--- src/verilog/sdram_pkg.sv ---
// Shared constants for one x16 SDR SDRAM device.
// Commands are encoded as {cs_n, ras_n, cas_n, we_n}, in the order they sit on the pins.
`default_nettype none

package sdram_pkg;

	// ***********************************************************************
	// bus and pin widths
	// ***********************************************************************
	localparam int DQ_WIDTH = 16; // data pins, and also one bus word.
	localparam int BA_WIDTH = 2; // four internal banks.
	localparam int ADR_WIDTH = 13; // row and column share these pins.
	localparam int AP_BIT = 10; // a10 high on read or write asks for auto-precharge.

	// ***********************************************************************
	// command encoding
	// ***********************************************************************
	typedef enum logic [3:0] {
		CMD_NOP = 4'b0111,
		CMD_ACTIVE = 4'b0011,
		CMD_READ = 4'b0101,
		CMD_WRITE = 4'b0100,
		CMD_PRECHARGE = 4'b0010, // a10 high closes all banks.
		CMD_REFRESH = 4'b0001,
		CMD_MRS = 4'b0000, // mode register set, with the mode word on adr.
		CMD_DESELECT = 4'b1111 // chip not selected, so any other pin is ignored.
	} sdram_cmd_t;

	// ***********************************************************************
	// timing fields, counted in sys_clk cycles
	// ***********************************************************************
	localparam int TRP_WIDTH = 3; // precharge to activate.
	localparam int TRCD_WIDTH = 3; // activate to read or write.
	localparam int TRFC_WIDTH = 4; // refresh to the next command.
	localparam int TWR_WIDTH = 2; // write recovery.
	localparam int TREFI_WIDTH = 11; // refresh interval.
	localparam int WAIT_WIDTH = 4; // command-wait counter, wide enough for the widest field.

endpackage

`default_nettype wire

--- src/verilog/sdram_mgmt.sv ---
// One word per access: activate, then read or write with auto-precharge, then a full wait.
// No row is left open, so refresh may start from IDLE at once.
// Needs sdram_columndepth <= AP_BIT and a row that fits in ADR_WIDTH.
`timescale 1ns/10ps
`default_nettype none

module sdram_mgmt #(
	parameter int sdram_depth = 22,
	parameter int sdram_columndepth = 8
) (
	input wire sys_clk,
	input wire rst_n,
	input wire sdram_rst,
	input wire [sdram_pkg::TRP_WIDTH-1:0] tim_rp,
	input wire [sdram_pkg::TRCD_WIDTH-1:0] tim_rcd,
	input wire [sdram_pkg::TRFC_WIDTH-1:0] tim_rfc,
	input wire [sdram_pkg::TWR_WIDTH-1:0] tim_wr,
	input wire tim_cas,
	input wire mgmt_stb,
	input wire mgmt_we,
	input wire [sdram_depth-1:0] mgmt_address,
	output logic mgmt_ack,
	output logic data_read,
	output logic data_write,
	output logic wait_load,
	output logic [sdram_pkg::WAIT_WIDTH-1:0] wait_value,
	input wire wait_done,
	input wire refresh_due,
	output logic refresh_ack,
	output sdram_pkg::sdram_cmd_t cmd,
	output logic [sdram_pkg::ADR_WIDTH-1:0] adr,
	output logic [sdram_pkg::BA_WIDTH-1:0] ba
);

	localparam int row_width = sdram_depth - sdram_columndepth - sdram_pkg::BA_WIDTH;
	localparam int wait_width = sdram_pkg::WAIT_WIDTH;

	typedef enum logic [2:0] {
		IDLE, REFRESH, ACTIVATE, WAIT_RCD, ACCESS, WAIT_DATA, WAIT_PRE
	} state_t;

	state_t state;
	state_t next_state;
	logic [sdram_pkg::ADR_WIDTH-1:0] row_adr; // row, zero-extended onto the pins.
	logic [sdram_pkg::ADR_WIDTH-1:0] col_adr; // column with the auto-precharge bit set.

	// word address is {row, bank, column}, so neighbouring words share a row.
	assign ba = mgmt_address[sdram_columndepth +: sdram_pkg::BA_WIDTH];

	always_comb begin
		row_adr = '0;
		row_adr[row_width-1:0] = mgmt_address[sdram_depth-1 -: row_width];
		col_adr = '0;
		col_adr[sdram_columndepth-1:0] = mgmt_address[sdram_columndepth-1:0];
		col_adr[sdram_pkg::AP_BIT] = 1'b1;
	end

	always_ff @(posedge sys_clk) begin
		if (!rst_n || sdram_rst)
			state <= IDLE;
		else
			state <= next_state;
	end

	always_comb begin
		next_state = state;
		case (state)
		IDLE: begin
			if (refresh_due)
				next_state = REFRESH; // refresh goes ahead of a waiting access.
			else if (mgmt_stb)
				next_state = ACTIVATE;
		end
		REFRESH: next_state = WAIT_PRE; // the final wait also covers tRFC.
		ACTIVATE: next_state = WAIT_RCD;
		WAIT_RCD: if (wait_done) next_state = ACCESS;
		ACCESS: next_state = WAIT_DATA;
		WAIT_DATA: if (wait_done) next_state = WAIT_PRE;
		WAIT_PRE: if (wait_done) next_state = IDLE;
		default: next_state = IDLE;
		endcase
	end

	// command and wait outputs are decoded from the state, and the top level registers them.
	always_comb begin
		cmd = sdram_pkg::CMD_NOP;
		adr = row_adr;
		wait_load = 1'b0;
		wait_value = '0;
		case (state)
		REFRESH: begin
			cmd = sdram_pkg::CMD_REFRESH;
			wait_load = 1'b1;
			wait_value = wait_width'(tim_rfc);
		end
		ACTIVATE: begin
			cmd = sdram_pkg::CMD_ACTIVE;
			wait_load = 1'b1;
			wait_value = wait_width'(tim_rcd);
		end
		ACCESS: begin
			cmd = mgmt_we ? sdram_pkg::CMD_WRITE : sdram_pkg::CMD_READ;
			adr = col_adr;
			wait_load = 1'b1;
			// a read waits CL+1 so the captured word is ready before ack.
			if (mgmt_we)
				wait_value = wait_width'(tim_wr);
			else
				wait_value = tim_cas ? wait_width'(4) : wait_width'(3);
		end
		WAIT_DATA: begin
			wait_load = wait_done; // the bank is precharging now, so wait out tRP.
			wait_value = wait_width'(tim_rp);
		end
		default: ;
		endcase
	end

	assign mgmt_ack = (state == WAIT_DATA) && wait_done; // one cycle, since the state moves on.
	assign data_read = (state == ACCESS) && !mgmt_we;
	assign data_write = (state == ACCESS) && mgmt_we;
	assign refresh_ack = (state == REFRESH);

	// a data phase only runs for a request that the bus port still holds.
	data_phase_stb: assert property (@(posedge sys_clk) disable iff (!rst_n || sdram_rst)
		(data_read || data_write) |-> mgmt_stb)
		else $error("data phase without a pending bus request");

endmodule

`default_nettype wire

--- config.mk ---
export PLATFORM = sky130hd
export DESIGN_NAME = sdram_mgmt
export DESIGN_NICKNAME = d
export VERILOG_FILES = /design/src/verilog/sdram_pkg.sv /design/src/verilog/sdram_mgmt.sv
export SDC_FILE = /design/constraint.sdc
export NUM_CORES = 1
export LEC_CHECK = 0
export BUFFER_PORTS_ARGS = -buffer_cell sky130_fd_sc_hd__buf_2
export CORE_MARGIN = 10
export CORE_UTILIZATION = 35
export DETAILED_ROUTE_END_ITERATION = 10
export GPL_ROUTABILITY_DRIVEN = 0
export PLACE_DENSITY = 0.88
export SLEW_MARGIN = 15
export SYNTH_ARGS = -nofsm -noshare
export SYNTH_HDL_FRONTEND = slang
export SYNTH_SLANG_ARGS = --single-unit
--- constraint.sdc ---
create_clock -name sys_clk -period 2.2 [get_ports sys_clk]
set_clock_uncertainty 0.05 [all_clocks]
set_input_delay 0.11 -clock sys_clk [delete_from_list [all_inputs] [get_ports sys_clk]]
set_output_delay 0.11 -clock sys_clk [all_outputs]
set_load 0.02 [all_outputs]
==> metrics.yaml <==
grt:
  grt_overflow: 0
  grt_pass1_wl_um: 3470
  antenna_found_initial: 0
  grt.total_usage: 0.122
  grt_pass1_vias: 778
  grt_max_degree: 19
finish:
  reg_top3: "state (3)"
  stdcell_count: 149
  n_fill_cell: 150
  drive_above_1_share: 0.602
  syn_to_final_growth_pct: 49.6
  area.sequential_um2: 60.1
  final_cell_mix: "63 x buf_2, 7 x nor2_1, 7 x mux2_4, 5 x and2_1, 5 x nand3_1"
  design_area_um2: 902
  top_register: "state"
  largest_register_ffs: 3
  final_common_cell: "buf_2"
  nets: 176
  num_antenna_cells: 0
  multi_input_comb_area_um2: 469
clock_tree:
  cts_hold_buf: 0
  cts.sinks: 3
  clk_latency_ns: 0.24
  root_buffer: "clkbuf_4"
  cts_buffers: 3
  cts.htree.levels: 1
  post_cts_resized: 0
  cts_buffer_depth: 2
  post_cts_buffers: 0
  cts_tree: "yes"
  clkSlewWorstSetupHoldPaths_ns: 0.04
detailed_routing:
  drc_errors: 0
  wl_per_cell_um: 16.8
  dr.pass1.iters: 4
  vias: 769
  wl_um: 2500
  drtIter0Drc: 26
  ant_nets: 0
  via_per_inst: 5.16
sta:
  fmax_mhz: 528
  min_period_over_period: 0.861
  tightest_slew_ns: 0.592
  rsz0062_at_grt: "no"
  slew_viol_final: 0
  min_period_ns: 1.89
  setup_tns_ns: 0
  hold_violations: 0
  hold_ws_ns: 0.102
  max_slew_margin: 0.605
  setup_viol_count_final: 0
die:
  dieArea_mm2: 0.00378
  io_pins: 70
  num_rows: 14
  chipWidth_um: 61.5
  start_util: 0.387
  die_y_um: 61.5
  core_area_mm2: 0.00156
place:
  placed_area_um2: 876
  place_inst: 145
  io_buffers: 63
power_and_ir_drop:
  cellLeakagePower_nw: 0.483
  ir_drop_mv: 0.227
  sw_frac_of_total: 0.391
  power_switching_uw: 130
  p_comb_frac: 0.492
  p_seq_frac: 0.200
  power_frac_clock: 0.308
  power_density_mw_per_mm2: 368
  p_int_uw: 202
critical_path:
  worstPathMaxFanout: 18
  slowest_stage: "dfxtp_1"
  critPathCaptureType: "output pin"
  cp.required_ns: 2.04
  cp.arrival_ns: 1.73
  rr_endpoint: "state[2]$_SDFFE_PP0P_"
  r2r_slack_ns: 0.85
  crit_type: "reg2out"
  r2r_start: "state[0]$_SDFFE_PP0P_"
  path_cells: "and2b_1 -> a22oi_1 -> o221ai_1 -> buf_2"
  cp-start-kind: "flip-flop"
  cpPeakStageDelay_ns: 0.69
  reg2regPathDepth: 3
run_status:
  status: "finished, final reports clean"
synthesis:
  synth-seq-cells: 3
  avgSynthCellArea_um2: 8.15
  syn_inst: 74
  synth_warnings: 0
  yosysSeqAreaShare: 0.0996
  synth.distinct_cells: 35
  synth_area_um2: 603
hold_path:
  min_delay_worst_endpoint: "state[0]$_SDFFE_PP0P_"
  worstHoldStart: "refresh_due"
  hold_depth: 3
  hold_path.class: "in2reg"
flow_run:
  max-cap-violations: 0
[how the worst max path moves through the flow]
stage	startpoint	end	slack, ns	cells past startpoint
final	state[0]$_SDFFE_PP0P_	wait_value[0]	0.31	4
after global routing	state[0]$_SDFFE_PP0P_	wait_value[1]	0.21	4
after CTS	state[0]$_SDFFE_PP0P_	wait_value[0]	0.33	4
after detailed placement	state[0]$_SDFFE_PP0P_	wait_value[0]	0.59	4
after global placement	state[1]$_SDFFE_PP0P_	adr[0]	0.65	4
after floorplan	state[0]$_SDFFE_PP0P_	wait_load	0.82	4
[synth_stat cells (all sizes together)]
cell / n / area share
a211oi: 1 / 0.012
a21o: 1 / 0.012
a21oi: 3 / 0.025
a221oi: 1 / 0.025
a22oi: 3 / 0.037
and2: 5 / 0.052
and2b: 2 / 0.025
and3: 1 / 0.010
buf: 9 / 0.12
clkbuf: 1 / 0.0062
conb: 1 / 0.0062
dfxtp: 3 / 0.10
inv: 1 / 0.0062
mux2: 8 / 0.19
mux2i: 1 / 0.017
nand2: 4 / 0.025
nand2b: 4 / 0.058
nand3: 5 / 0.041
nor2: 8 / 0.062
nor2b: 3 / 0.044
nor3: 1 / 0.017
nor3b: 1 / 0.012
o2111a: 1 / 0.019
o21a: 1 / 0.012
o21bai: 1 / 0.012
o221ai: 2 / 0.029
o22ai: 1 / 0.010
o311ai: 1 / 0.015
[power by group through the flow]
stage / Combinational [mW] / Sequential [mW] / Clock (mW)
6_report: 0.163 / 0.0664 / 0.102
3_3_place_gp: 0.160 / 0.0663 / 0
4_1_cts: 0.165 / 0.0659 / 0.103
2_1_floorplan: 0.113 / 0.0600 / 0
5_1_grt: 0.177 / 0.0671 / 0.109
3_5_place_dp: 0.164 / 0.0668 / 0
[critical path: cells and delay by family (launching register included)]
family	cells	cell delay, ns
buffers and inverters	1	0.21
DFF	1	0.69
AOI/OAI and AO/OA	2	0.32
and+or+nand+nor	1	0.27
[final cells by class]
type,instances,area share
well taps,16,0.0222
multi-input cells,61,0.520
clock buffers,4,0.0291
flip-flops and latches,3,0.0666
inverters,1,0.00416
repair buffers,64,0.358
[cells by family (layout without fill, tap and decap cells)]
logic type | count (synthesis) | count (layout) | synth area share
AOI/OAI and AO/OA | 16 | 16 | 0.210
buffers and inverters | 11 | 69 | 0.129
and+or+nand+nor | 34 | 34 | 0.346
other | 1 | 2 | 0.00622
DFF | 3 | 3 | 0.0996
muxes | 9 | 9 | 0.210
[stage by stage]
stage               setup WS [ns]  utilization  power [mW]
floorplan                   0.819            -       0.173
global placement            0.650        0.562       0.226
detailed placement          0.590        0.562       0.231
CTS                         0.330        0.579       0.334
global route                0.212        0.579       0.353
finish                      0.307        0.579       0.332
[routing by layer]
| metal | track usage | vias to the layer above | part of all wire |
|---|---|---|---|
| li1 | - | 377 | - |
| met4 | 0.0860 | 0 | 0.030 |
| met1 | 0.110 | 335 | 0.37 |
| met5 | 0 | - | 0 |
| met3 | 0.0556 | 6 | 0.16 |
| met2 | 0.214 | 51 | 0.45 |
No activity file was read; power rests on OpenSTA's default activity.
