**src/verilog/sdram_pkg.sv**
```systemverilog
// Shared constants for one x16 SDR SDRAM device.
// Commands are encoded as {cs_n, ras_n, cas_n, we_n}, in the order they sit on the pins.
`default_nettype none

package sdram_pkg;

	// ***********************************************************************
	// bus and pin widths
	// ***********************************************************************
	localparam int DQ_WIDTH = 16; // data pins, and also one bus word.
	localparam int BA_WIDTH = 2; // four internal banks.
	localparam int ADR_WIDTH = 13; // row and column share these pins.
	localparam int AP_BIT = 10; // a10 high on read or write asks for auto-precharge.

	// ***********************************************************************
	// command encoding
	// ***********************************************************************
	typedef enum logic [3:0] {
		CMD_NOP = 4'b0111,
		CMD_ACTIVE = 4'b0011,
		CMD_READ = 4'b0101,
		CMD_WRITE = 4'b0100,
		CMD_PRECHARGE = 4'b0010, // a10 high closes all banks.
		CMD_REFRESH = 4'b0001,
		CMD_MRS = 4'b0000, // mode register set, with the mode word on adr.
		CMD_DESELECT = 4'b1111 // chip not selected, so any other pin is ignored.
	} sdram_cmd_t;

	// ***********************************************************************
	// timing fields, counted in sys_clk cycles
	// ***********************************************************************
	localparam int TRP_WIDTH = 3; // precharge to activate.
	localparam int TRCD_WIDTH = 3; // activate to read or write.
	localparam int TRFC_WIDTH = 4; // refresh to the next command.
	localparam int TWR_WIDTH = 2; // write recovery.
	localparam int TREFI_WIDTH = 11; // refresh interval.
	localparam int WAIT_WIDTH = 4; // command-wait counter, wide enough for the widest field.

endpackage

`default_nettype wire

```
**src/verilog/sdram_timer.sv**
```systemverilog
// The refresh counter runs only while sdram_rst is low.
// A wait_value of 0 behaves like 1.
`timescale 1ns/10ps
`default_nettype none

module sdram_timer (
	input wire sys_clk,
	input wire rst_n,
	input wire sdram_rst,
	input wire [sdram_pkg::TREFI_WIDTH-1:0] tim_refi,
	input wire wait_load,
	input wire [sdram_pkg::WAIT_WIDTH-1:0] wait_value,
	input wire refresh_ack,
	output logic wait_done,
	output logic refresh_due
);

	logic [sdram_pkg::TREFI_WIDTH-1:0] refi_cnt; // cycles since the last refresh tick.
	logic [sdram_pkg::WAIT_WIDTH-1:0] wait_cnt; // cycles left before the next command.

	// ***********************************************************************
	// refresh interval
	// ***********************************************************************
	always_ff @(posedge sys_clk) begin
		if (!rst_n || sdram_rst) begin
			refi_cnt <= '0;
			refresh_due <= 1'b0;
		end else begin
			if (refi_cnt == tim_refi) begin
				refi_cnt <= '0; // the interval restarts right away, so ticks do not drift.
				refresh_due <= 1'b1; // a new tick wins over an ack in the same cycle.
			end else begin
				refi_cnt <= refi_cnt + 1'b1;
				if (refresh_ack)
					refresh_due <= 1'b0;
			end
		end
	end

	// ***********************************************************************
	// command spacing
	// ***********************************************************************
	always_ff @(posedge sys_clk) begin
		if (!rst_n || sdram_rst)
			wait_cnt <= '0;
		else if (wait_load)
			wait_cnt <= wait_value;
		else if (wait_cnt != '0)
			wait_cnt <= wait_cnt - 1'b1;
	end

	// done at a count of one, so a load of n ends exactly n cycles later.
	assign wait_done = (wait_cnt[sdram_pkg::WAIT_WIDTH-1:1] == '0);

	// the state machine loads a new wait only once the previous one has expired.
	wait_no_overlap: assert property (@(posedge sys_clk) disable iff (!rst_n || sdram_rst)
		wait_load |-> wait_done)
		else $error("wait_load while a command wait is still running");

endmodule

`default_nettype wire
```
**config.mk**
```make
export PLATFORM = sky130hd
export DESIGN_NAME = sdram_timer
export DESIGN_NICKNAME = d
export VERILOG_FILES = /design/src/verilog/sdram_pkg.sv /design/src/verilog/sdram_timer.sv
export SDC_FILE = /design/constraint.sdc
export NUM_CORES = 1
export LEC_CHECK = 0
export BUFFER_PORTS_ARGS = -buffer_cell sky130_fd_sc_hd__buf_2
export CELL_PAD_IN_SITES_DETAIL_PLACEMENT = 1
export CELL_PAD_IN_SITES_GLOBAL_PLACEMENT = 1
export CORE_MARGIN = 2
export CORE_UTILIZATION = 37
export DETAILED_ROUTE_END_ITERATION = 10
export HOLD_SLACK_MARGIN = 0.12
export PLACE_DENSITY = 0.77
export SKIP_CTS_REPAIR_TIMING = 1
export SLEW_MARGIN = 30
export SYNTH_ARGS = -nofsm -noshare
export SYNTH_HDL_FRONTEND = slang
export SYNTH_SLANG_ARGS = --single-unit
```
**constraint.sdc**
```tcl
create_clock -name sys_clk -period 1.6 [get_ports sys_clk]
set_clock_uncertainty 0.1 [all_clocks]
set_input_delay 0.08 -clock sys_clk [delete_from_list [all_inputs] [get_ports sys_clk]]
set_output_delay 0.08 -clock sys_clk [all_outputs]
set_load 0.05 [all_outputs]
```
==> results of run 1 <==
==> layout by cell type, fill, tap and decap left out, types with 5 or more instances in the layout <==
master         synthesis  routed
xor2_1                14      14
nand3_1                6       6
xnor2_1                8       8
buf_2                  0      21
dfxtp_1               16      15
nor2_1                18      18
nor3_1                 6       5
dlygate4sd3_1          0       7
==> worst register-to-register path, stage by stage (launching register included) <==
cell     delay (ns)
dfxtp_1        0.35
xor2_1         0.17
nor4_2         0.48
a31o_2         0.31
nor2_1         0.07
==> power by group <==
group | switching (mW) | total [mW] | leakage (nW) | internal (mW)
combinational | 0.0726 | 0.151 | 0.323 | 0.0787
clock | 0.133 | 0.272 | 0.0210 | 0.139
sequential | 0.00923 | 0.415 | 0.130 | 0.406
total | 0.215 | 0.838 | 0.474 | 0.623
==> flip-flops by register name, summed over array words and instances (netlist names) <==
| name | flops |
|---|---|
| refi_cnt | 11 |
| wait_cnt | 4 |
| refresh_due | 1 |
==> per-layer routing <==
metal / up-vias / GRT usage, % / wire length (um)
met4: 0 / 9.65 / 38
met1: 372 / 17.3 / 951
met5: - / 0 / 0
met2: 19 / 27.4 / 1130
li1: 383 / - / -
met3: 4 / 3.45 / 82
==> metrics by stage <==
stage	worst slack, ns	power [mW]	util [%]	instance area, um^2
6_report	0.0180	0.838	51.5	1130
5_1_grt	-0.0607	0.882	51.5	1130
4_1_cts	0.0248	0.813	46.2	1010
3_5_place_dp	0.0425	0.541	44.5	976
3_3_place_gp	0.104	0.537	44.5	976
2_1_floorplan	0.00231	0.502	-	855
==> cell families (layout without fill, tap and decap cells) <==
family | after synthesis | count (layout) | synth area share, %
AO/OA/AOI/OAI | 5 | 6 | 3.81
XOR/XNOR | 22 | 22 | 22.5
adder cells (fa/ha/maj) | 3 | 3 | 4.39
buffers and inverters | 6 | 38 | 4.39
flip-flops | 16 | 16 | 37.5
multiplexers | 3 | 3 | 3.66
AND/OR/NAND/NOR | 41 | 41 | 23.7
==> area by class of cell <==
cell class              count  area (um^2)  share of cell area [%]
clock buffers               4         36.3                    3.22
inverters                   3         11.3                   0.999
multi-input cells          75          526                    46.6
flip-flops and latches     16          322                    28.5
well taps                  28         35.0                    3.11
repair buffers             31          198                    17.5
==> final timing paths <==
| path | from | endpoint | slack (ns) | depth (start not counted) |
|---|---|---|---|---|
| hold / removal | rst_n | wait_cnt[0]$_SDFFE_PP0P_ | 0.13 | 3 |
| setup reg to reg | refi_cnt[6]$_SDFF_PP0_ | refi_cnt[7]$_SDFF_PP0_ | 0.02 | 4 |
| setup / recovery | refi_cnt[6]$_SDFF_PP0_ | refi_cnt[7]$_SDFF_PP0_ | 0.02 | 4 |
| hold reg to reg | refresh_due$_SDFFE_PP0P_ | refresh_due$_SDFFE_PP0P_ | 0.38 | 2 |
==> flow_summary.json, run 1 <==
{
  "status": "completed",
  "cp-start-kind": "register",
  "gr-total-overflow": 0,
  "worst_pin_slew_ns": 0.465,
  "maxCapViolations": 0,
  "min_period_over_period_pct": 98.9,
  "wl_per_cell_um": 14.0,
  "fmax_mhz": 632,
  "setup_viol": 0,
  "globalplace.congestion": 0.717,
  "drive_gt1_share_pct": 30.2,
  "fin_nets": 153,
  "syn_nets": 119,
  "synth_flop_cell": "dfxtp_1",
  "worstPathCellList": "xor2_1, nor4_2, a31o_2, nor2_1",
  "clk_pin_slew_ns": 0.10,
  "die-area_um2": 2710,
  "synth_edf_count": 0,
  "synthTopCellsByCount": "nor2_1, dfxtp_1, xor2_1",
  "p_per_area_nw_per_um2": 744,
  "grtUsageTotal_pct": 15.8,
  "dp_hpwl_um": 1510,
  "grt_pass1_wl_um": 2990,
  "antenna_found_initial": 0,
  "cts_buffer_depth": 2,
  "cp.buffers_inverters": 0,
  "arrival_ns": 1.67,
  "cp-end-kind": "register",
  "diodes": 0,
  "die_height_um": 52.1,
  "critPathRequiredTime_ns": 1.69,
  "clock_latency_ns": 0.29,
  "clock_sinks": 16,
  "cp_slowest_cell": "nor4_2",
  "ant_nets": 0,
  "dr.first_iter.drc_count": 10,
  "synth_area_um2": 855,
  "die_x_um": 52.1,
  "fin_setup_tns_ns": 0,
  "root_buffer": "clkbuf_4",
  "vdd_drop_max_mv": 0.526,
  "core_area_um2": 2190,
  "ios": 22,
  "drt_first_pass_iters": 4,
  "grt_max_degree": 12,
  "drv_slew": 0,
  "ys_top_cells_by_area": "dfxtp_1, xor2_1, xnor2_1",
  "ys_ff_latch": 16,
  "critPathKind": "register to register",
  "avgSynthCellArea_um2": 8.90,
  "drcViolationCount": 0,
  "finalCriticalPeriod_ns": 1.58,
  "synth_top_area_share_pct": 37.5,
  "wirelength_um": 2200,
  "numPortBuffers": 21,
  "yosysTopAreaCell": "dfxtp_1",
  "instances_no_fill": 157,
  "vias": 778,
  "syn_to_final_growth_pct": 31.9,
  "fin_hold_ws_ns": 0.126,
  "initial_core_util_pct": 39.0,
  "hold_viol": 0,
  "critPathMaxStageDelay_ns": 0.48,
  "path_delay_family": "simple AND/OR/NAND/NOR gates",
  "hold_class": "input pin to register",
  "p_leak_nw": 0.474,
  "placementRows": 17,
  "numCtsBuffers": 3,
  "yosys_warnings": 0,
  "ys_seq_area_share_pct": 37.5,
  "cts_tree": "done",
  "synthMostInstantiatedCell": "nor2_1",
  "first_global_vias": 704,
  "fillerInstances": 271,
  "htree_levels": 1,
  "synthArstFlopShare_pct": 0,
  "slew_headroom_pct": 68.7,
  "via_per_inst": 4.96,
  "dp.cells": 143,
  "synthCells": 96,
  "ys_types": 23,
  "path_max_fanout": 6
}
No activity file was read; power rests on OpenSTA's default activity.
==> run 2, diff against run 1 <==
CORE_UTILIZATION = 40   (was 37)
PLACE_DENSITY = 0.82   (was 0.77)
clock period = 2 ns   (was 1.6 ns; I/O delays follow)
==> run 2 against run 1 <==
- clock power is 39% lower
- final cell count shrank 3.2%
- non-clock buffer count down 2
- global-route usage rose by 1.3 points
- flip-flop and latch count did not move
- worst setup slack better by 0.33 ns
- hold slack gained 0.00097 ns
- combinational power is 30% lower
- utilization increased by 2.4 points
- total power is 28% lower
- final area down 5.3%
- first-iteration DRC count fell by 70%
==> flow_summary.json, run 2 (synthesis gave the netlist of run 1 again) <==
{
  "numPortBuffers": 21,
  "hold_class": "input pin to register",
  "setup_viol": 0,
  "drcViolationCount": 0,
  "initial_core_util_pct": 43.1,
  "die_x_um": 50.2,
  "clock_latency_ns": 0.28,
  "cp.buffers_inverters": 1,
  "path_max_fanout": 4,
  "regMostFlops": "refi_cnt",
  "cts_tree": "done",
  "cp-end-kind": "register",
  "r2r_cells": 6,
  "reg2reg_to": "wait_cnt[1]$_SDFFE_PP0P_",
  "drt_first_pass_iters": 2,
  "crit_start": "wait_cnt[1]$_SDFFE_PP0P_",
  "p_per_area_nw_per_um2": 565,
  "r2r_start": "wait_cnt[1]$_SDFFE_PP0P_",
  "finalCriticalPeriod_ns": 1.65,
  "drv_slew": 0,
  "globalplace.congestion": 0.749,
  "core_area_um2": 1980,
  "antenna_found_initial": 0,
  "worstPathCellList": "inv_1, ha_1, nor3b_2, nor2b_1, a211o_1, a21oi_1",
  "critPathRequiredTime_ns": 2.10,
  "grt_pass1_wl_um": 3330,
  "htree_levels": 1,
  "root_buffer": "clkbuf_4",
  "fmax_mhz": 607,
  "ant_nets": 0,
  "die_height_um": 50.2,
  "cp_slowest_cell": "dfxtp_1",
  "gr-total-overflow": 0,
  "reg.largest.list": "refi_cnt x11, wait_cnt x4, refresh_due x1",
  "wirelength_um": 2050,
  "die-area_um2": 2520,
  "placementRows": 16,
  "diodes": 0,
  "clock_sinks": 16,
  "cts_buffer_depth": 2,
  "rrSetupSlack_ns": 0.35,
  "grtUsageTotal_pct": 17.1,
  "dp_hpwl_um": 1560,
  "dp.cells": 142,
  "maxCapViolations": 0,
  "dr.first_iter.drc_count": 3,
  "cp-start-kind": "register",
  "path_delay_family": "simple AND/OR/NAND/NOR gates",
  "wl_per_cell_um": 13.5,
  "min_period_over_period_pct": 82.4,
  "final_common_cell": "buf_2",
  "critical_path_cell_count": 6,
  "final_util_pct": 53.9,
  "instances_no_fill": 152,
  "via_per_inst": 4.83,
  "cp-endpoint": "wait_cnt[1]$_SDFFE_PP0P_",
  "grt_max_degree": 12,
  "critPathKind": "register to register",
  "clk_pin_slew_ns": 0.10,
  "numCtsBuffers": 3,
  "first_global_vias": 735,
  "p_leak_nw": 0.451,
  "ios": 22,
  "fin_nets": 150,
  "largest_register_ffs": 11,
  "fin_setup_tns_ns": 0,
  "drive_gt1_share_pct": 24.0,
  "slew_headroom_pct": 74.0,
  "hp-start": "rst_n",
  "vias": 734,
  "worst_pin_slew_ns": 0.387,
  "arrival_ns": 1.75,
  "syn_to_final_growth_pct": 24.9,
  "mostFrequentLayoutCells": "buf_2, nor2_1, dfxtp_1",
  "vdd_drop_max_mv": 0.351,
  "status": "completed",
  "critPathMaxStageDelay_ns": 0.34,
  "rsz0062_at_grt": "no",
  "hold_viol": 0
}
## run 2: how the worst min path moves through the flow
stage                          endpoint  cells after the start  slack, ns
2_1_floorplan  wait_cnt[2]$_SDFFE_PP0P_                      2       0.14
3_3_place_gp   wait_cnt[2]$_SDFFE_PP0P_                      3       0.24
3_5_place_dp   wait_cnt[2]$_SDFFE_PP0P_                      3       0.25
4_1_cts        wait_cnt[2]$_SDFFE_PP0P_                      3      -0.04
5_1_grt        refresh_due$_SDFFE_PP0P_                      3       0.15
6_report       refresh_due$_SDFFE_PP0P_                      3       0.13
## run 2: per-layer routing
metal	share of wire [%]	track usage [%]	vias to the layer above	wire length, um
met5	0	0	-	0
met4	0.63	4.17	0	13
met3	3.5	3.87	2	72
met2	48	28.3	16	981
met1	48	22.3	343	982
li1	-	-	373	-
## run 2: layout make-up
class	count	area [um^2]
clock buffers	3	22.5
fillers	244	915
inverters	3	11.3
multi-input cells	74	497
flip-flops and latches	16	320
well taps	27	33.8
repair buffers	29	183
## run 2: tightest hold or removal path: cells and delay by family
family          cells  cell delay [ns]
simple gates        1             0.21
buf+inv             1             0.10
compound gates      1             0.06
## run 2: through the flow
stage          hold WS [ns]  power, mW  setup WS [ns]  cell area [um^2]
3_5_place_dp          0.250      0.434          0.371               975
3_3_place_gp          0.241      0.429          0.486               975
4_1_cts             -0.0374      0.594          0.350               997
5_1_grt               0.146      0.636          0.228              1070
6_report              0.127      0.603          0.353              1070
2_1_floorplan         0.141      0.402          0.382               855
## run 2: power breakdown
group          switching [mW]  internal [mW]  total [mW]
registers             0.00682          0.325       0.331
clock network          0.0963         0.0697       0.166
logic                  0.0515         0.0540       0.106
total                   0.155          0.448       0.603
==> run 3, diff against run 2 <==
CORE_UTILIZATION = 34   (was 40)
PLACE_DENSITY = 0.74   (was 0.82)
clock period = 1.44 ns   (was 2 ns; I/O delays follow)
==> run 3 against run 2 <==
- the run now ends with setup timing left
- fmax up 12%
- final cell count up 13%
- hold slack better by 0.015 ns
- sequential power up 40%
- register-to-register slack worse by 0.38 ns
- utilization up 2.3 points
- combinational power up 110%
- critical path type unchanged
- critical endpoint is now refi_cnt[0]$_SDFF_PP0_
- highest routed layer unchanged
==> flow_summary.json, run 3 (synthesis gave the netlist of run 1 again) <==
{
  "p_per_area_nw_per_um2": 678,
  "p_sw_share_pct": 27.7,
  "clock_sinks": 16,
  "grt_pass1_wl_um": 3080,
  "dr.first_iter.drc_count": 9,
  "die-area_um2": 2930,
  "violations": "setup timing",
  "syn_to_final_growth_pct": 59.9,
  "globalplace.congestion": 0.742,
  "regArea_um2": 333,
  "cp-start-kind": "register",
  "grtUsageTotal_pct": 15.5,
  "p_sw_uw": 256,
  "status": "complete, but fails checks",
  "reg.largest.list": "refi_cnt x11, wait_cnt x4, refresh_due x1",
  "finalCriticalPeriod_ns": 1.47,
  "worst_pin_slew_ns": 0.314,
  "first_global_vias": 771,
  "fin_hold_ws_ns": 0.142,
  "placementRows": 18,
  "clock_latency_ns": 0.29,
  "wirelength_um": 2610,
  "largest_register_ffs": 11,
  "seq_power_share_pct": 50.0,
  "clk_pin_slew_ns": 0.09,
  "cts_tree": "done",
  "min_period_over_period_pct": 102,
  "core_area_um2": 2430,
  "power_frac_clock_pct": 25.6,
  "rsz0062_at_grt": "yes",
  "final_common_cell": "buf_2",
  "cts_buffer_depth": 2,
  "antenna_found_initial": 0,
  "fillerInstances": 278,
  "setup_ws_ns": -0.0277,
  "via_per_inst": 4.87,
  "hold_class": "input pin to register",
  "fin_nets": 167,
  "p_total_uw": 926,
  "wl_per_cell_um": 15.2,
  "diodes": 0,
  "gr-total-overflow": 0,
  "hold_viol": 0,
  "internal_power_uw": 670,
  "dp_hpwl_um": 1740,
  "slew_headroom_pct": 79.0,
  "critPathRequiredTime_ns": 1.52,
  "die_height_um": 54.1,
  "drt_first_pass_iters": 4,
  "htree_levels": 1,
  "cp-end-kind": "register",
  "multi_input_area_um2": 646,
  "ant_nets": 0,
  "numPortBuffers": 21,
  "fmax_mhz": 681,
  "vdd_drop_max_mv": 0.431,
  "numCtsBuffers": 3,
  "pwr-share-comb_pct": 24.4,
  "vias": 838,
  "regMostFlops": "refi_cnt",
  "die_x_um": 54.1,
  "mostFrequentLayoutCells": "buf_2, buf_4, xor2_1",
  "drv_slew": 0,
  "maxCapViolations": 0,
  "grt_max_degree": 12,
  "drcViolationCount": 0,
  "path_max_fanout": 5,
  "drive_gt1_share_pct": 51.4,
  "critPathKind": "register to register",
  "root_buffer": "clkbuf_4",
  "ios": 22,
  "arrival_ns": 1.55,
  "setup_viol": 6,
  "p_leak_nw": 0.565,
  "initial_core_util_pct": 35.1
}
run 3: power groups by stage:
stage / Clock [mW] / Sequential, mW / Combinational [mW]
4_1_cts: 0.242 / 0.459 / 0.159
2_1_floorplan: 0 / 0.469 / 0.0905
3_5_place_dp: 0 / 0.469 / 0.158
6_report: 0.237 / 0.463 / 0.226
3_3_place_gp: 0 / 0.469 / 0.151
5_1_grt: 0.264 / 0.464 / 0.246
run 3: area by class of cell:
type	count	area share, %
clock buffer	3	1.65
inverter	3	0.824
multi-input combinational	75	47.3
sequential	16	24.4
tap	30	2.75
timing repair buffer	45	23.2
run 3: per-layer routing:
layer,share of wire (%),track usage [%],wire length [um]
met5,0,0,0
met4,2.3,7.50,60
met3,4.1,3.61,106
met2,56,30.1,1460
met1,38,14.8,983
run 3: final timing paths:
kind | start | to | slack (ns) | depth (start not counted)
worst min-delay path | sdram_rst | wait_cnt[1]$_SDFFE_PP0P_ | 0.14 | 3
worst max register to register | refi_cnt[1]$_SDFF_PP0_ | refi_cnt[0]$_SDFF_PP0_ | -0.03 | 4
worst min register to register | refi_cnt[0]$_SDFF_PP0_ | refi_cnt[0]$_SDFF_PP0_ | 0.35 | 1
worst max-delay path | refi_cnt[1]$_SDFF_PP0_ | refi_cnt[0]$_SDFF_PP0_ | -0.03 | 4
run 3: worst max-delay path, stage by stage (launching register included):
cell     delay (ns)
dfxtp_4        0.37
xor2_4         0.16
nor4_4         0.36
a31o_1         0.30
nor2_1         0.07
run 3: through the flow:
stage | cells | instance area, um^2 | TNS (ns) | utilization [%] | worst slack (ns)
floorplan | 96 | 860 | 0 | - | 0.0356
global placement | 158 | 1080 | -0.0170 | 44.4 | -0.00399
detailed placement | 158 | 1080 | -1.56 | 44.4 | -0.147
CTS | 161 | 1100 | -1.94 | 45.4 | -0.177
global route | 172 | 1370 | -0.868 | 56.2 | -0.0957
finish | 172 | 1370 | -0.103 | 56.2 | -0.0277
