**src/verilog/sdram_pkg.sv**
```systemverilog
// Shared constants for one x16 SDR SDRAM device.
// Commands are encoded as {cs_n, ras_n, cas_n, we_n}, in the order they sit on the pins.
`default_nettype none

package sdram_pkg;

	// ***********************************************************************
	// bus and pin widths
	// ***********************************************************************
	localparam int DQ_WIDTH = 16; // data pins, and also one bus word.
	localparam int BA_WIDTH = 2; // four internal banks.
	localparam int ADR_WIDTH = 13; // row and column share these pins.
	localparam int AP_BIT = 10; // a10 high on read or write asks for auto-precharge.

	// ***********************************************************************
	// command encoding
	// ***********************************************************************
	typedef enum logic [3:0] {
		CMD_NOP = 4'b0111,
		CMD_ACTIVE = 4'b0011,
		CMD_READ = 4'b0101,
		CMD_WRITE = 4'b0100,
		CMD_PRECHARGE = 4'b0010, // a10 high closes all banks.
		CMD_REFRESH = 4'b0001,
		CMD_MRS = 4'b0000, // mode register set, with the mode word on adr.
		CMD_DESELECT = 4'b1111 // chip not selected, so any other pin is ignored.
	} sdram_cmd_t;

	// ***********************************************************************
	// timing fields, counted in sys_clk cycles
	// ***********************************************************************
	localparam int TRP_WIDTH = 3; // precharge to activate.
	localparam int TRCD_WIDTH = 3; // activate to read or write.
	localparam int TRFC_WIDTH = 4; // refresh to the next command.
	localparam int TWR_WIDTH = 2; // write recovery.
	localparam int TREFI_WIDTH = 11; // refresh interval.
	localparam int WAIT_WIDTH = 4; // command-wait counter, wide enough for the widest field.

endpackage

`default_nettype wire

```
**src/verilog/sdram_ctlif.sv**
```systemverilog
// Register map (csr_a[1:0]): 0 = {cke, bypass, sdram_rst}, 1 = bypass command,
// 2 = timing. Register 1 takes adr in [12:0], ba in [14:13], cmd in [19:16] and reads zero.
// Timing word: rp [2:0], rcd [5:3], cas [6] (0 = CL2, 1 = CL3), refi [17:7], rfc [21:18],
// wr [23:22].
`timescale 1ns/10ps
`default_nettype none

module sdram_ctlif #(
	parameter logic [1:0] csr_addr = 2'd0
) (
	input wire sys_clk,
	input wire rst_n,
	input wire [3:0] csr_a,
	input wire csr_we,
	input wire [31:0] csr_di,
	output logic [31:0] csr_do,
	output logic bypass,
	output logic sdram_rst,
	output logic cke,
	output sdram_pkg::sdram_cmd_t byp_cmd,
	output logic [sdram_pkg::ADR_WIDTH-1:0] byp_adr,
	output logic [sdram_pkg::BA_WIDTH-1:0] byp_ba,
	output logic [sdram_pkg::TRP_WIDTH-1:0] tim_rp,
	output logic [sdram_pkg::TRCD_WIDTH-1:0] tim_rcd,
	output logic tim_cas,
	output logic [sdram_pkg::TREFI_WIDTH-1:0] tim_refi,
	output logic [sdram_pkg::TRFC_WIDTH-1:0] tim_rfc,
	output logic [sdram_pkg::TWR_WIDTH-1:0] tim_wr
);

	wire csr_sel = (csr_a[3:2] == csr_addr); // the upper address bits pick this block.
	wire byp_wr = csr_sel & csr_we & (csr_a[1:0] == 2'd1); // a write to register 1.

	always_ff @(posedge sys_clk) begin
		if (!rst_n) begin
			sdram_rst <= 1'b1; // management and bus port stay idle until software is done.
			bypass <= 1'b1; // software owns the command pins after reset.
			cke <= 1'b0;
			byp_cmd <= sdram_pkg::CMD_NOP;
			tim_rp <= 3'd2;
			tim_rcd <= 3'd2;
			tim_cas <= 1'b0;
			tim_refi <= 11'd740;
			tim_rfc <= 4'd8;
			tim_wr <= 2'd1;
			csr_do <= 32'd0;
		end else begin
			// the bypass command lives for one cycle only, then falls back to NOP.
			byp_cmd <= byp_wr ? sdram_pkg::sdram_cmd_t'(csr_di[19:16]) : sdram_pkg::CMD_NOP;
			csr_do <= 32'd0; // an unselected block reads zero.
			if (csr_sel && csr_we && (csr_a[1:0] == 2'd0)) begin
				sdram_rst <= csr_di[0];
				bypass <= csr_di[1];
				cke <= csr_di[2];
			end
			if (csr_sel && csr_we && (csr_a[1:0] == 2'd2)) begin
				tim_rp <= csr_di[2:0];
				tim_rcd <= csr_di[5:3];
				tim_cas <= csr_di[6];
				tim_refi <= csr_di[17:7];
				tim_rfc <= csr_di[21:18];
				tim_wr <= csr_di[23:22];
			end
			if (csr_sel) begin
				case (csr_a[1:0])
				2'd0: csr_do <= {29'd0, cke, bypass, sdram_rst};
				2'd2: csr_do <= {8'd0, tim_wr, tim_rfc, tim_refi, tim_cas, tim_rcd, tim_rp};
				default: csr_do <= 32'd0; // register 1 is write only.
				endcase
			end
		end
	end

	always_ff @(posedge sys_clk) begin
		if (byp_wr) begin
			byp_adr <= csr_di[12:0]; // mode word, or a10 for precharge all.
			byp_ba <= csr_di[14:13];
		end
	end

	// a bypass command lasts one cycle, so register 1 is never written two cycles in a row.
	byp_cmd_pulse: assert property (@(posedge sys_clk) disable iff (!rst_n)
		(byp_cmd != sdram_pkg::CMD_NOP) |=> (byp_cmd == sdram_pkg::CMD_NOP))
		else $error("bypass command held past one cycle");

endmodule

`default_nettype wire

```
**config.mk**
```make
export PLATFORM = sky130hd
export DESIGN_NAME = sdram_ctlif
export DESIGN_NICKNAME = d
export VERILOG_FILES = /design/src/verilog/sdram_pkg.sv /design/src/verilog/sdram_ctlif.sv
export SDC_FILE = /design/constraint.sdc
export NUM_CORES = 1
export LEC_CHECK = 0
export BUFFER_PORTS_ARGS = -buffer_cell sky130_fd_sc_hd__buf_4
export CORE_MARGIN = 5
export CORE_UTILIZATION = 45
export DETAILED_ROUTE_END_ITERATION = 10
export PLACE_DENSITY = 0.78
export SLEW_MARGIN = 20
export SYNTH_ARGS = -nofsm -noshare
export SYNTH_HDL_FRONTEND = slang
export SYNTH_SLANG_ARGS = --single-unit
```
**constraint.sdc**
```tcl
create_clock -name sys_clk -period 2.7 [get_ports sys_clk]
set_input_delay 0.135 -clock sys_clk [delete_from_list [all_inputs] [get_ports sys_clk]]
set_output_delay 0.135 -clock sys_clk [all_outputs]
set_load 0.005 [all_outputs]
```
==> results of run 1 <==
cells in the mapped netlist:
| cell | count |
|---|---|
| dfxtp_1 | 55 |
| nand2_1 | 31 |
| mux2i_1 | 29 |
| and2_1 | 21 |
| edfxtp_1 | 15 |
| nor2_1 | 13 |
| nor2b_1 | 10 |
| buf_4 | 8 |
| clkbuf_1 | 5 |
| or3_1 | 3 |
| buf_2 | 2 |
| buf_6 | 2 |
| clkbuf_2 | 2 |
| inv_1 | 2 |
| nor3_1 | 2 |
| a211o_1 | 1 |
| clkinv_1 | 1 |
| conb_1 | 1 |
| nand3_1 | 1 |
| nor3_4 | 1 |
| nor3b_1 | 1 |
| o31a_1 | 1 |
| or3b_1 | 1 |
| or4b_1 | 1 |
per-stage QoR:
step	instance area (µm²)	util [%]	hold slack, ns
after floorplan	2457	-	0.2339
after global placement	3224	62.34	0.3233
after detailed placement	3224	62.34	0.3247
after CTS	3627	70.13	0.03049
after global routing	3627	70.13	0.02310
final	3627	70.13	0.05354
kinds of logic after synthesis:
kind of cell	after synthesis
multiplexers	29
AND/OR/NAND/NOR	85
flip-flops	70
other	1
AO/OA/AOI/OAI	2
buffers and inverters	22
layer usage:
layer	wire (µm)	vias to the layer above	global-route usage, %
met1	2344	832	18.49
met5	0	-	0
met4	66	0	6.579
met3	420	5	6.318
met2	2782	69	27.26
li1	-	907	-
where the power goes:
group	switching [µW]	internal, µW	total, µW
Clock	373	542	915
Sequential	5.82	1080	1090
Combinational	56.2	76.6	133
worst register-to-register path, cell delays in order (launching register included):
cell,delay [ns]
dfxtp_1,0.33
o31a_1,0.10
a211o_1,0.26
state kept, by name, summed over array words and instances (netlist names):
register   cells
csr_do        24
byp_adr       13
tim_refi      11
byp_cmd        4
tim_rfc        4
tim_rcd        3
tim_rp         3
byp_ba         2
tim_wr         2
bypass         1
cke            1
sdram_rst      1
tim_cas        1
worst paths after layout:
| path | from | to | slack [ns] |
|---|---|---|---|
| min reg2reg | tim_refi[1]$_SDFFE_PN0P_ | tim_refi[1]$_SDFFE_PN0P_ | 0.47 |
| max reg2reg | sdram_rst$_SDFFE_PN1P_ | sdram_rst$_SDFFE_PN1P_ | 1.91 |
| min | csr_di[19] | byp_cmd[3]$_SDFF_PN0_ | 0.05 |
| max | csr_a[3] | byp_adr[3]$_DFFE_PP_ | 1.31 |
cell type report:
cell class	count	share of cell area [%]
Tap cell	70	2.415
Sequential cell	70	42.77
Clock buffer	10	3.794
Multi-Input combinational cell	124	21.46
Timing Repair Buffer	124	26.91
Inverter	3	0.3105
Clock inverter	6	2.346
what timing repair did:
action / 4_1_cts / 5_1_grt
hold buffers: 18 / 0
buffers inserted: 0 / 0
endpoints found under the hold margin: 18 / 0
==> results.sh, run 1 <==
export IMPL_syn_inst=209
export IMPL_place_ws_ns=0.9737
export IMPL_synth_mux_area_share_pct=11.94
export IMPL_yosys_area_top_type_share_pct=45.29
export IMPL_grt_max_degree=45
export IMPL_max_stage_delay_ns=0.52
export IMPL_grt_usage_pct=16.23
export IMPL_cp_start_kind="input pin"
export IMPL_yosys_warnings=0
export IMPL_n_antenna_cell=0
export IMPL_endpoint_kind="flop"
export IMPL_fp_dieW_um=83.50
export IMPL_crit_chain="buf_4 > or3b_1 > nor3b_2 > buf_4"
export IMPL_crit_fanout=8
export IMPL_cts_sinks=70
export IMPL_synth_adder_area_share_pct=0
export IMPL_crit_family="simple AND/OR/NAND/NOR gates"
export IMPL_drt_iter0_drc=46
export IMPL_total_leakage_power_uw=0.001561
export IMPL_final_cells=407
export IMPL_viasPerCell=4.455
export IMPL_timing_fmax_ghz=0.7176
export IMPL_final_common_cell="buf_4"
export IMPL_dp_cells=373
export IMPL_vias=1813
export IMPL_die_area_um2=6972
export IMPL_htree_levels=3
export IMPL_drtPass1Iterations=4
export IMPL_numCtsBuffers=9
export IMPL_whs_path_depth=3
export IMPL_final_cell_mix="buf_4 (106), dfxtp_1 (55), nand2_1 (31)"
export IMPL_yosys_area_top_type="dfxtp_1"
export IMPL_wire_per_inst_um=13.79
export IMPL_crit_cells=4
export IMPL_fin_crit_ns=1.393
export IMPL_max_vdd_ir_drop_v=0.0003241
export IMPL_numPortBuffers=100
export IMPL_yosys_area_share_simple_pct=17.91
export IMPL_fin_skew_ns=0.004951
export IMPL_synth_yosys_seq_area_share_pct=63.82
export IMPL_maxCapViolations=0
export IMPL_synthTopCellsByArea="dfxtp_1 (45%), edfxtp_1 (19%), mux2i_1 (12%)"
export IMPL_fill_cells=407
export IMPL_max_slew_worst_pin_slew_ns=0.4937
export IMPL_critical_path_arrival_ns=1.43
export IMPL_synth_top_family_by_area="simple AND/OR/NAND/NOR gates"
export IMPL_clk_insertion_delay_late_ns=0.33
export IMPL_synthXorXnorAreaFrac_pct=0
export IMPL_final_hold_viol_count=0
export IMPL_crit_type="input pin to flop"
export IMPL_syn_area_um2=2431
export IMPL_critPathBufInv=2
export IMPL_rows=26
export IMPL_cpMostUsedCell="buf_4"
export IMPL_slowest_stage="or3b_1"
export IMPL_path_clk_slew_ns=0.07
export IMPL_io_pins=117
export IMPL_multiInputGateArea_um2=778.2
export IMPL_cp_data_required_time_ns=2.73
export IMPL_p_per_area_nw_per_um2=588.3
export IMPL_synth_compound_area_share_pct=0.7205
export IMPL_seq_area_um2=1551
export IMPL_dp_final_hpwl_um=3961
export IMPL_core_area_um2=5172
export IMPL_rsz0062_at_grt="no"
export IMPL_tns_ns=0
export IMPL_antenna_left=0
export IMPL_ctsResizeCount=0
export IMPL_grt_pass1_wl_um=8887
export IMPL_wl_um=5614
export IMPL_synth_seq_cells=70
export IMPL_cts_root_buf="clkbuf_8"
export IMPL_setup_viol=0
export IMPL_drive_gt1_share_pct=36.50
export IMPL_rr_worst_depth=2
export IMPL_final_period_utilization_pct=51.61
export IMPL_grt_overflow=0
export IMPL_dieHeight_um=83.50
export IMPL_initial_core_util_pct=47.00
export IMPL_grt_pass1_vias=1739
export IMPL_cts_tree="built"
export IMPL_drc_errors=0
export IMPL_worst_slack_ns=1.307
export IMPL_syn_avg_cell_area_um2=11.63
export IMPL_gp_congestion=0.7444
export IMPL_hold_class="input pin to flop"
export IMPL_grt_antenna_before_repair=0
export IMPL_slew_violations=0
export IMPL_finalPower_uw=2134
export IMPL_areaGrowthSynthToFinish_pct=49.20
export IMPL_fin_nets=371
export IMPL_relSlewSlack_pct=66.83
export IMPL_ys_types=24
export IMPL_cts_max_path_buffers=2
export IMPL_status="finished, final reports clean"
Power figures use the tool's default switching activity.
==> run 2, diff against run 1 <==
clock period = 1.3 ns   (was 2.7 ns; I/O delays follow)
==> run 2 against run 1 <==
Against the previous run:
- clock skew up 0.0022 ns
- critical path depth rose by 1
- register-to-register slack worse by 1.4 ns
- sequential share of layout area fell by 1.8 points
- sequential cell count unchanged
- non-clock buffer count is 11 higher
- first-iteration DRC count grew 37%
- total power up 130%
==> results.sh, run 2 (synthesis gave the netlist of run 1 again) <==
export IMPL_cts_root_buf="clkbuf_8"
export IMPL_htree_levels=3
export IMPL_worstHoldStart="csr_di[21]"
export IMPL_grt_pass1_vias=1957
export IMPL_worst_slack_ns=0.1758
export IMPL_grt_max_degree=31
export IMPL_antenna_left=0
export IMPL_crit_fanout=18
export IMPL_setup_viol=0
export IMPL_max_vdd_ir_drop_v=0.0006988
export IMPL_final_hold_viol_count=0
export IMPL_timing_rr_start="sdram_rst$_SDFFE_PN1P_"
export IMPL_final_common_cell="buf_4"
export IMPL_core_area_um2=5172
export IMPL_cts_setup_buffers=0
export IMPL_fin_crit_ns=1.124
export IMPL_vias=1882
export IMPL_rows=26
export IMPL_grt_usage_pct=17.94
export IMPL_initial_core_util_pct=47.00
export IMPL_wl_um=6126
export IMPL_seqPwrFrac_pct=47.0
export IMPL_fp_dieW_um=83.50
export IMPL_critical_path_arrival_ns=1.38
export IMPL_numCtsBuffers=9
export IMPL_top_regs="csr_do x24, byp_adr x13, tim_refi x11"
export IMPL_grt_overflow=0
export IMPL_utilization_pct=73.15
export IMPL_dp_final_hpwl_um=4295
export IMPL_endpoint_kind="flop"
export IMPL_p_sw_share_pct=19.60
export IMPL_hold_class="input pin to flop"
export IMPL_cp_data_required_time_ns=1.56
export IMPL_timing_fmax_ghz=0.8895
export IMPL_final_period_utilization_pct=86.48
export IMPL_die_area_um2=6972
export IMPL_clk_insertion_delay_late_ns=0.34
export IMPL_p_int_uw=3863
export IMPL_final_cell_mix="buf_4 (111), dfxtp_1 (55), nand2_1 (31)"
export IMPL_fin_nets=382
export IMPL_clkPwrFrac_pct=46.6
export IMPL_gp_congestion=0.7536
export IMPL_fin_skew_ns=0.007147
export IMPL_areaGrowthSynthToFinish_pct=55.64
export IMPL_viasPerCell=4.502
export IMPL_startpoint="csr_a[3]"
export IMPL_cts_tree="built"
export IMPL_numPortBuffers=100
export IMPL_path_clk_slew_ns=0.07
export IMPL_io_pins=117
export IMPL_dieHeight_um=83.50
export IMPL_ctsResizeCount=0
export IMPL_status="finished, final reports clean"
export IMPL_cts_sinks=70
export IMPL_fill_cells=364
export IMPL_grt_pass1_wl_um=9791
export IMPL_drt_iter0_drc=63
export IMPL_total_leakage_power_uw=0.001638
export IMPL_p_per_area_nw_per_um2=1270
export IMPL_rsz0062_at_grt="no"
export IMPL_largest_reg_flops=24
export IMPL_maxCapViolations=0
export IMPL_holdBufCountCts=23
export IMPL_slew_violations=0
export IMPL_drive_gt1_share_pct=37.36
export IMPL_crit_type="input pin to flop"
export IMPL_wire_per_inst_um=14.66
export IMPL_n_antenna_cell=0
export IMPL_cp_start_kind="input pin"
export IMPL_place_ws_ns=-0.1740
export IMPL_grt_antenna_before_repair=0
export IMPL_cts_max_path_buffers=2
export IMPL_drc_errors=0
export IMPL_regMostFlops="csr_do"
export IMPL_drtPass1Iterations=4
export IMPL_p_switching_uw=941.8
export IMPL_p_comb_share_pct=6.4
run 2: cell types whose count changed in the layout (fill, tap and decap cells not counted), sizes merged:
| cell | change |
|---|---|
| buf | +6 |
| bufinv | +1 |
| clkinv | -2 |
| clkbuf | +1 |
| dlygate4sd3 | +5 |
run 2: final cells by class:
| cell class | count | area [µm²] | share of cell area (%) |
|---|---|---|---|
| clock inverter | 5 | 102.6 | 2.712 |
| timing repair buffer | 135 | 1084 | 28.64 |
| inverter | 3 | 11.26 | 0.2976 |
| clock buffer | 11 | 162.7 | 4.299 |
| multi-input combinational | 124 | 784.5 | 20.73 |
| sequential | 70 | 1551 | 41.01 |
| tap | 70 | 87.58 | 2.315 |
run 2: through the flow:
step	total power [µW]	cells	hold WS (ns)	instance area (µm²)	TNS, ns
floorplan	2422	216	0.1639	2476	-2.377
global placement	2547	379	0.2536	3288	-4.498
detailed placement	2554	379	0.2553	3288	-5.570
CTS	4838	418	0.05681	3784	0
global route	4952	418	0.04715	3784	0
finish	4805	418	0.06497	3784	0
run 2: worst max-delay path, stage by stage:
cell	delay, ns
buf_4	0.11
or3b_1	0.51
nor3_4	0.23
buf_12	0.21
mux2i_1	0.24
run 2: per-layer routing:
layer	share of wire, %	GRT usage (%)
met1	40	19.89
met3	5.8	4.936
met4	2.0	8.333
met5	0	0
met2	52	31.78
run 2: worst paths after layout:
path | end | slack (ns) | depth (start not counted)
max | tim_rfc[3]$_SDFFE_PN1P_ | 0.18 | 5
min | tim_rfc[3]$_SDFFE_PN1P_ | 0.06 | 3
max reg2reg | sdram_rst$_SDFFE_PN1P_ | 0.50 | 2
min reg2reg | tim_refi[10]$_SDFFE_PN0P_ | 0.48 | 2
run 2: power by group through the flow:
stage / Clock, µW / Sequential [µW] / Combinational (µW)
after detailed placement: 0 / 2310 / 248
final: 2240 / 2260 / 307
after CTS: 2270 / 2260 / 308
after global placement: 0 / 2310 / 242
after floorplan: 0 / 2310 / 115
after global routing: 2360 / 2260 / 334
==> run 3, diff against run 2 <==
ABC_AREA = 1   (was unset)
CORE_UTILIZATION = 48   (was 45)
CTS_BUF_LIST = sky130_fd_sc_hd__clkbuf_8   (was unset)
PLACE_DENSITY = 0.82   (was 0.78)
==> run 3 against run 2 <==
Against the previous run:
- wire length increased by 11%
- combinational power increased by 29%
- die area decreased by 1.8%
- final cell count increased by 14%
- area after synthesis increased by 4.4%
- clock skew decreased by 0.0016 ns
- critical path depth decreased by 4
- core utilization increased by 0.96 points
==> results.sh, run 3 <==
export IMPL_status="finished, final reports clean"
export IMPL_htree_levels=3
export IMPL_setup_viol=0
export IMPL_final_common_cell="buf_4"
export IMPL_fin_nets=441
export IMPL_regMostFlops="csr_do"
export IMPL_final_period_utilization_pct=71.26
export IMPL_place_ws_ns=0.1240
export IMPL_final_cell_mix="buf_4 (107), nand2_1 (58), nor2_1 (55), dfxtp_1 (55), nand4_1 (28)"
export IMPL_dieHeight_um=82.73
export IMPL_clk_insertion_delay_late_ns=0.33
export IMPL_syn_area_um2=2539
export IMPL_drtPass1Iterations=5
export IMPL_wl_um=6804
export IMPL_worst_slack_ns=0.3736
export IMPL_yosysMostFrequentCell="nand2_1"
export IMPL_vias=2326
export IMPL_synthFlopType="dfxtp_1"
export IMPL_numPortBuffers=100
export IMPL_fin_crit_ns=0.9264
export IMPL_wire_per_inst_um=14.23
export IMPL_cts_root_buf="clkbuf_8"
export IMPL_max_stage_delay_ns=0.39
export IMPL_endpoint_kind="output port"
export IMPL_yosys_top_cells_count="nand2_1 (58), dfxtp_1 (55), nor2_1 (55)"
export IMPL_rsz0062_at_grt="no"
export IMPL_crit_fanout=1
export IMPL_io_pins=117
export IMPL_path_clk_slew_ns=0.07
export IMPL_p_per_area_nw_per_um2=1217
export IMPL_grt_max_degree=50
export IMPL_crit_chain="buf_4"
export IMPL_critPathBufInv=1
export IMPL_final_cells=478
export IMPL_cp_start_kind="flop"
export IMPL_grt_overflow=0
export IMPL_syn_inst=279
export IMPL_numCtsBuffers=9
export IMPL_placed_area_um2=3347
export IMPL_cp_data_required_time_ns=1.24
export IMPL_hold_class="input pin to flop"
export IMPL_fill_cells=366
export IMPL_synth_yosys_seq_area_share_pct=61.11
export IMPL_yosys_area_top_type_share_pct=43.37
export IMPL_cts_max_path_buffers=2
export IMPL_max_vdd_ir_drop_v=0.0009888
export IMPL_drt_iter0_drc=118
export IMPL_top_regs="csr_do x24, byp_adr x13, tim_refi x11"
export IMPL_gp_congestion=0.8713
export IMPL_die_area_um2=6843
export IMPL_areaGrowthSynthToFinish_pct=49.09
export IMPL_final_hold_viol_count=0
export IMPL_dp_cells=440
export IMPL_yosys_warnings=0
export IMPL_finish_instance_area_um2=3785
export IMPL_fin_skew_ns=0.005526
export IMPL_timing_fmax_ghz=1.079
export IMPL_grt_antenna_before_repair=0
export IMPL_dp_final_hpwl_um=4603
export IMPL_crit_family="flip-flops"
export IMPL_cts_tree="built"
export IMPL_fp_dieW_um=82.73
export IMPL_ctsResizeCount=0
export IMPL_antenna_left=0
export IMPL_multiInputGateArea_um2=793.3
export IMPL_critical_path_arrival_ns=0.86
export IMPL_core_area_um2=5107
export IMPL_drive_gt1_share_pct=32.19
export IMPL_maxCapViolations=0
export IMPL_drc_errors=0
export IMPL_slew_violations=0
export IMPL_tns_ns=0
export IMPL_largest_reg_flops=24
export IMPL_seq_area_um2=1551
export IMPL_crit_type="flop to output port"
export IMPL_grt_pass1_wl_um=10380
export IMPL_syn_avg_cell_area_um2=9.099
export IMPL_yosys_area_top_type="dfxtp_1"
export IMPL_synth_edf_count=15
export IMPL_total_leakage_power_uw=0.001727
export IMPL_ys_types=20
export IMPL_synthTopCellsByArea="dfxtp_1 (43%), edfxtp_1 (18%), nand2_1 (8.6%)"
export IMPL_rows=26
export IMPL_grt_pass1_vias=2226
export IMPL_initial_core_util_pct=49.71
export IMPL_cts_sinks=70
export IMPL_slowest_stage="edfxtp_1"
export IMPL_synth_seq_cells=70
export IMPL_async_reset_ff_share_pct=0
export IMPL_viasPerCell=4.866
export IMPL_grt_usage_pct=20.66
export IMPL_utilization_pct=74.11
## run 3: logic make-up after synthesis
| kind of cell | share of synthesized area, % |
|---|---|
| buffers and inverters | 9.117 |
| other | 0.1477 |
| AO/OA/AOI/OAI | 0.5913 |
| AND/OR/NAND/NOR | 29.03 |
| flip-flops | 61.11 |
## run 3: repair_timing
action / CTS / global route
buffers inserted: 0 / 0
hold buffers: 21 / 0
hold endpoints to repair: 21 / 0
## run 3: per-stage QoR
step / hold WS, ns / total power (µW)
floorplan: 0.1639 / 2494
global route: 0.01323 / 4760
CTS: 0.002604 / 4631
finish: 0.01800 / 4607
detailed placement: 0.2541 / 2660
global placement: 0.2537 / 2650
## run 3: worst paths after layout
kind	startpoint	endpoint	slack, ns	depth (start not counted)
worst max-delay path	byp_adr[12]$_DFFE_PP_	byp_adr[12]	0.37	1
worst min-delay path	rst_n	tim_rcd[1]$_SDFFE_PN1P_	0.02	2
worst max register to register	tim_refi[0]$_SDFFE_PN0P_	tim_refi[0]$_SDFFE_PN0P_	0.65	2
worst min register to register	tim_refi[8]$_SDFFE_PN0P_	csr_do[15]$_SDFF_PN0_	0.46	2
## run 3: area by class of cell
| class | instances | share of cell area [%] |
|---|---|---|
| sequential | 70 | 40.99 |
| clock inverter | 5 | 1.950 |
| multi-input combinational | 172 | 20.96 |
| inverter | 19 | 1.884 |
| tap | 70 | 2.314 |
| clock buffer | 11 | 4.000 |
| antenna | 1 | 0.06612 |
| timing repair buffer | 130 | 27.83 |
## run 3: power by group
group / internal (µW) / switching [µW] / total [µW]
sequential: 2250 / 18.9 / 2270
combinational: 195 / 201 / 396
clock: 1170 / 768 / 1940
total: 3620 / 988 / 4610
## run 3: metal layers
metal | up-vias | share of wire, % | global-route usage, %
li1 | 1130 | - | -
met1 | 1071 | 38 | 22.28
met2 | 109 | 52 | 37.10
met3 | 16 | 8.1 | 6.399
met4 | 0 | 2.1 | 8.824
met5 | - | 0 | 0
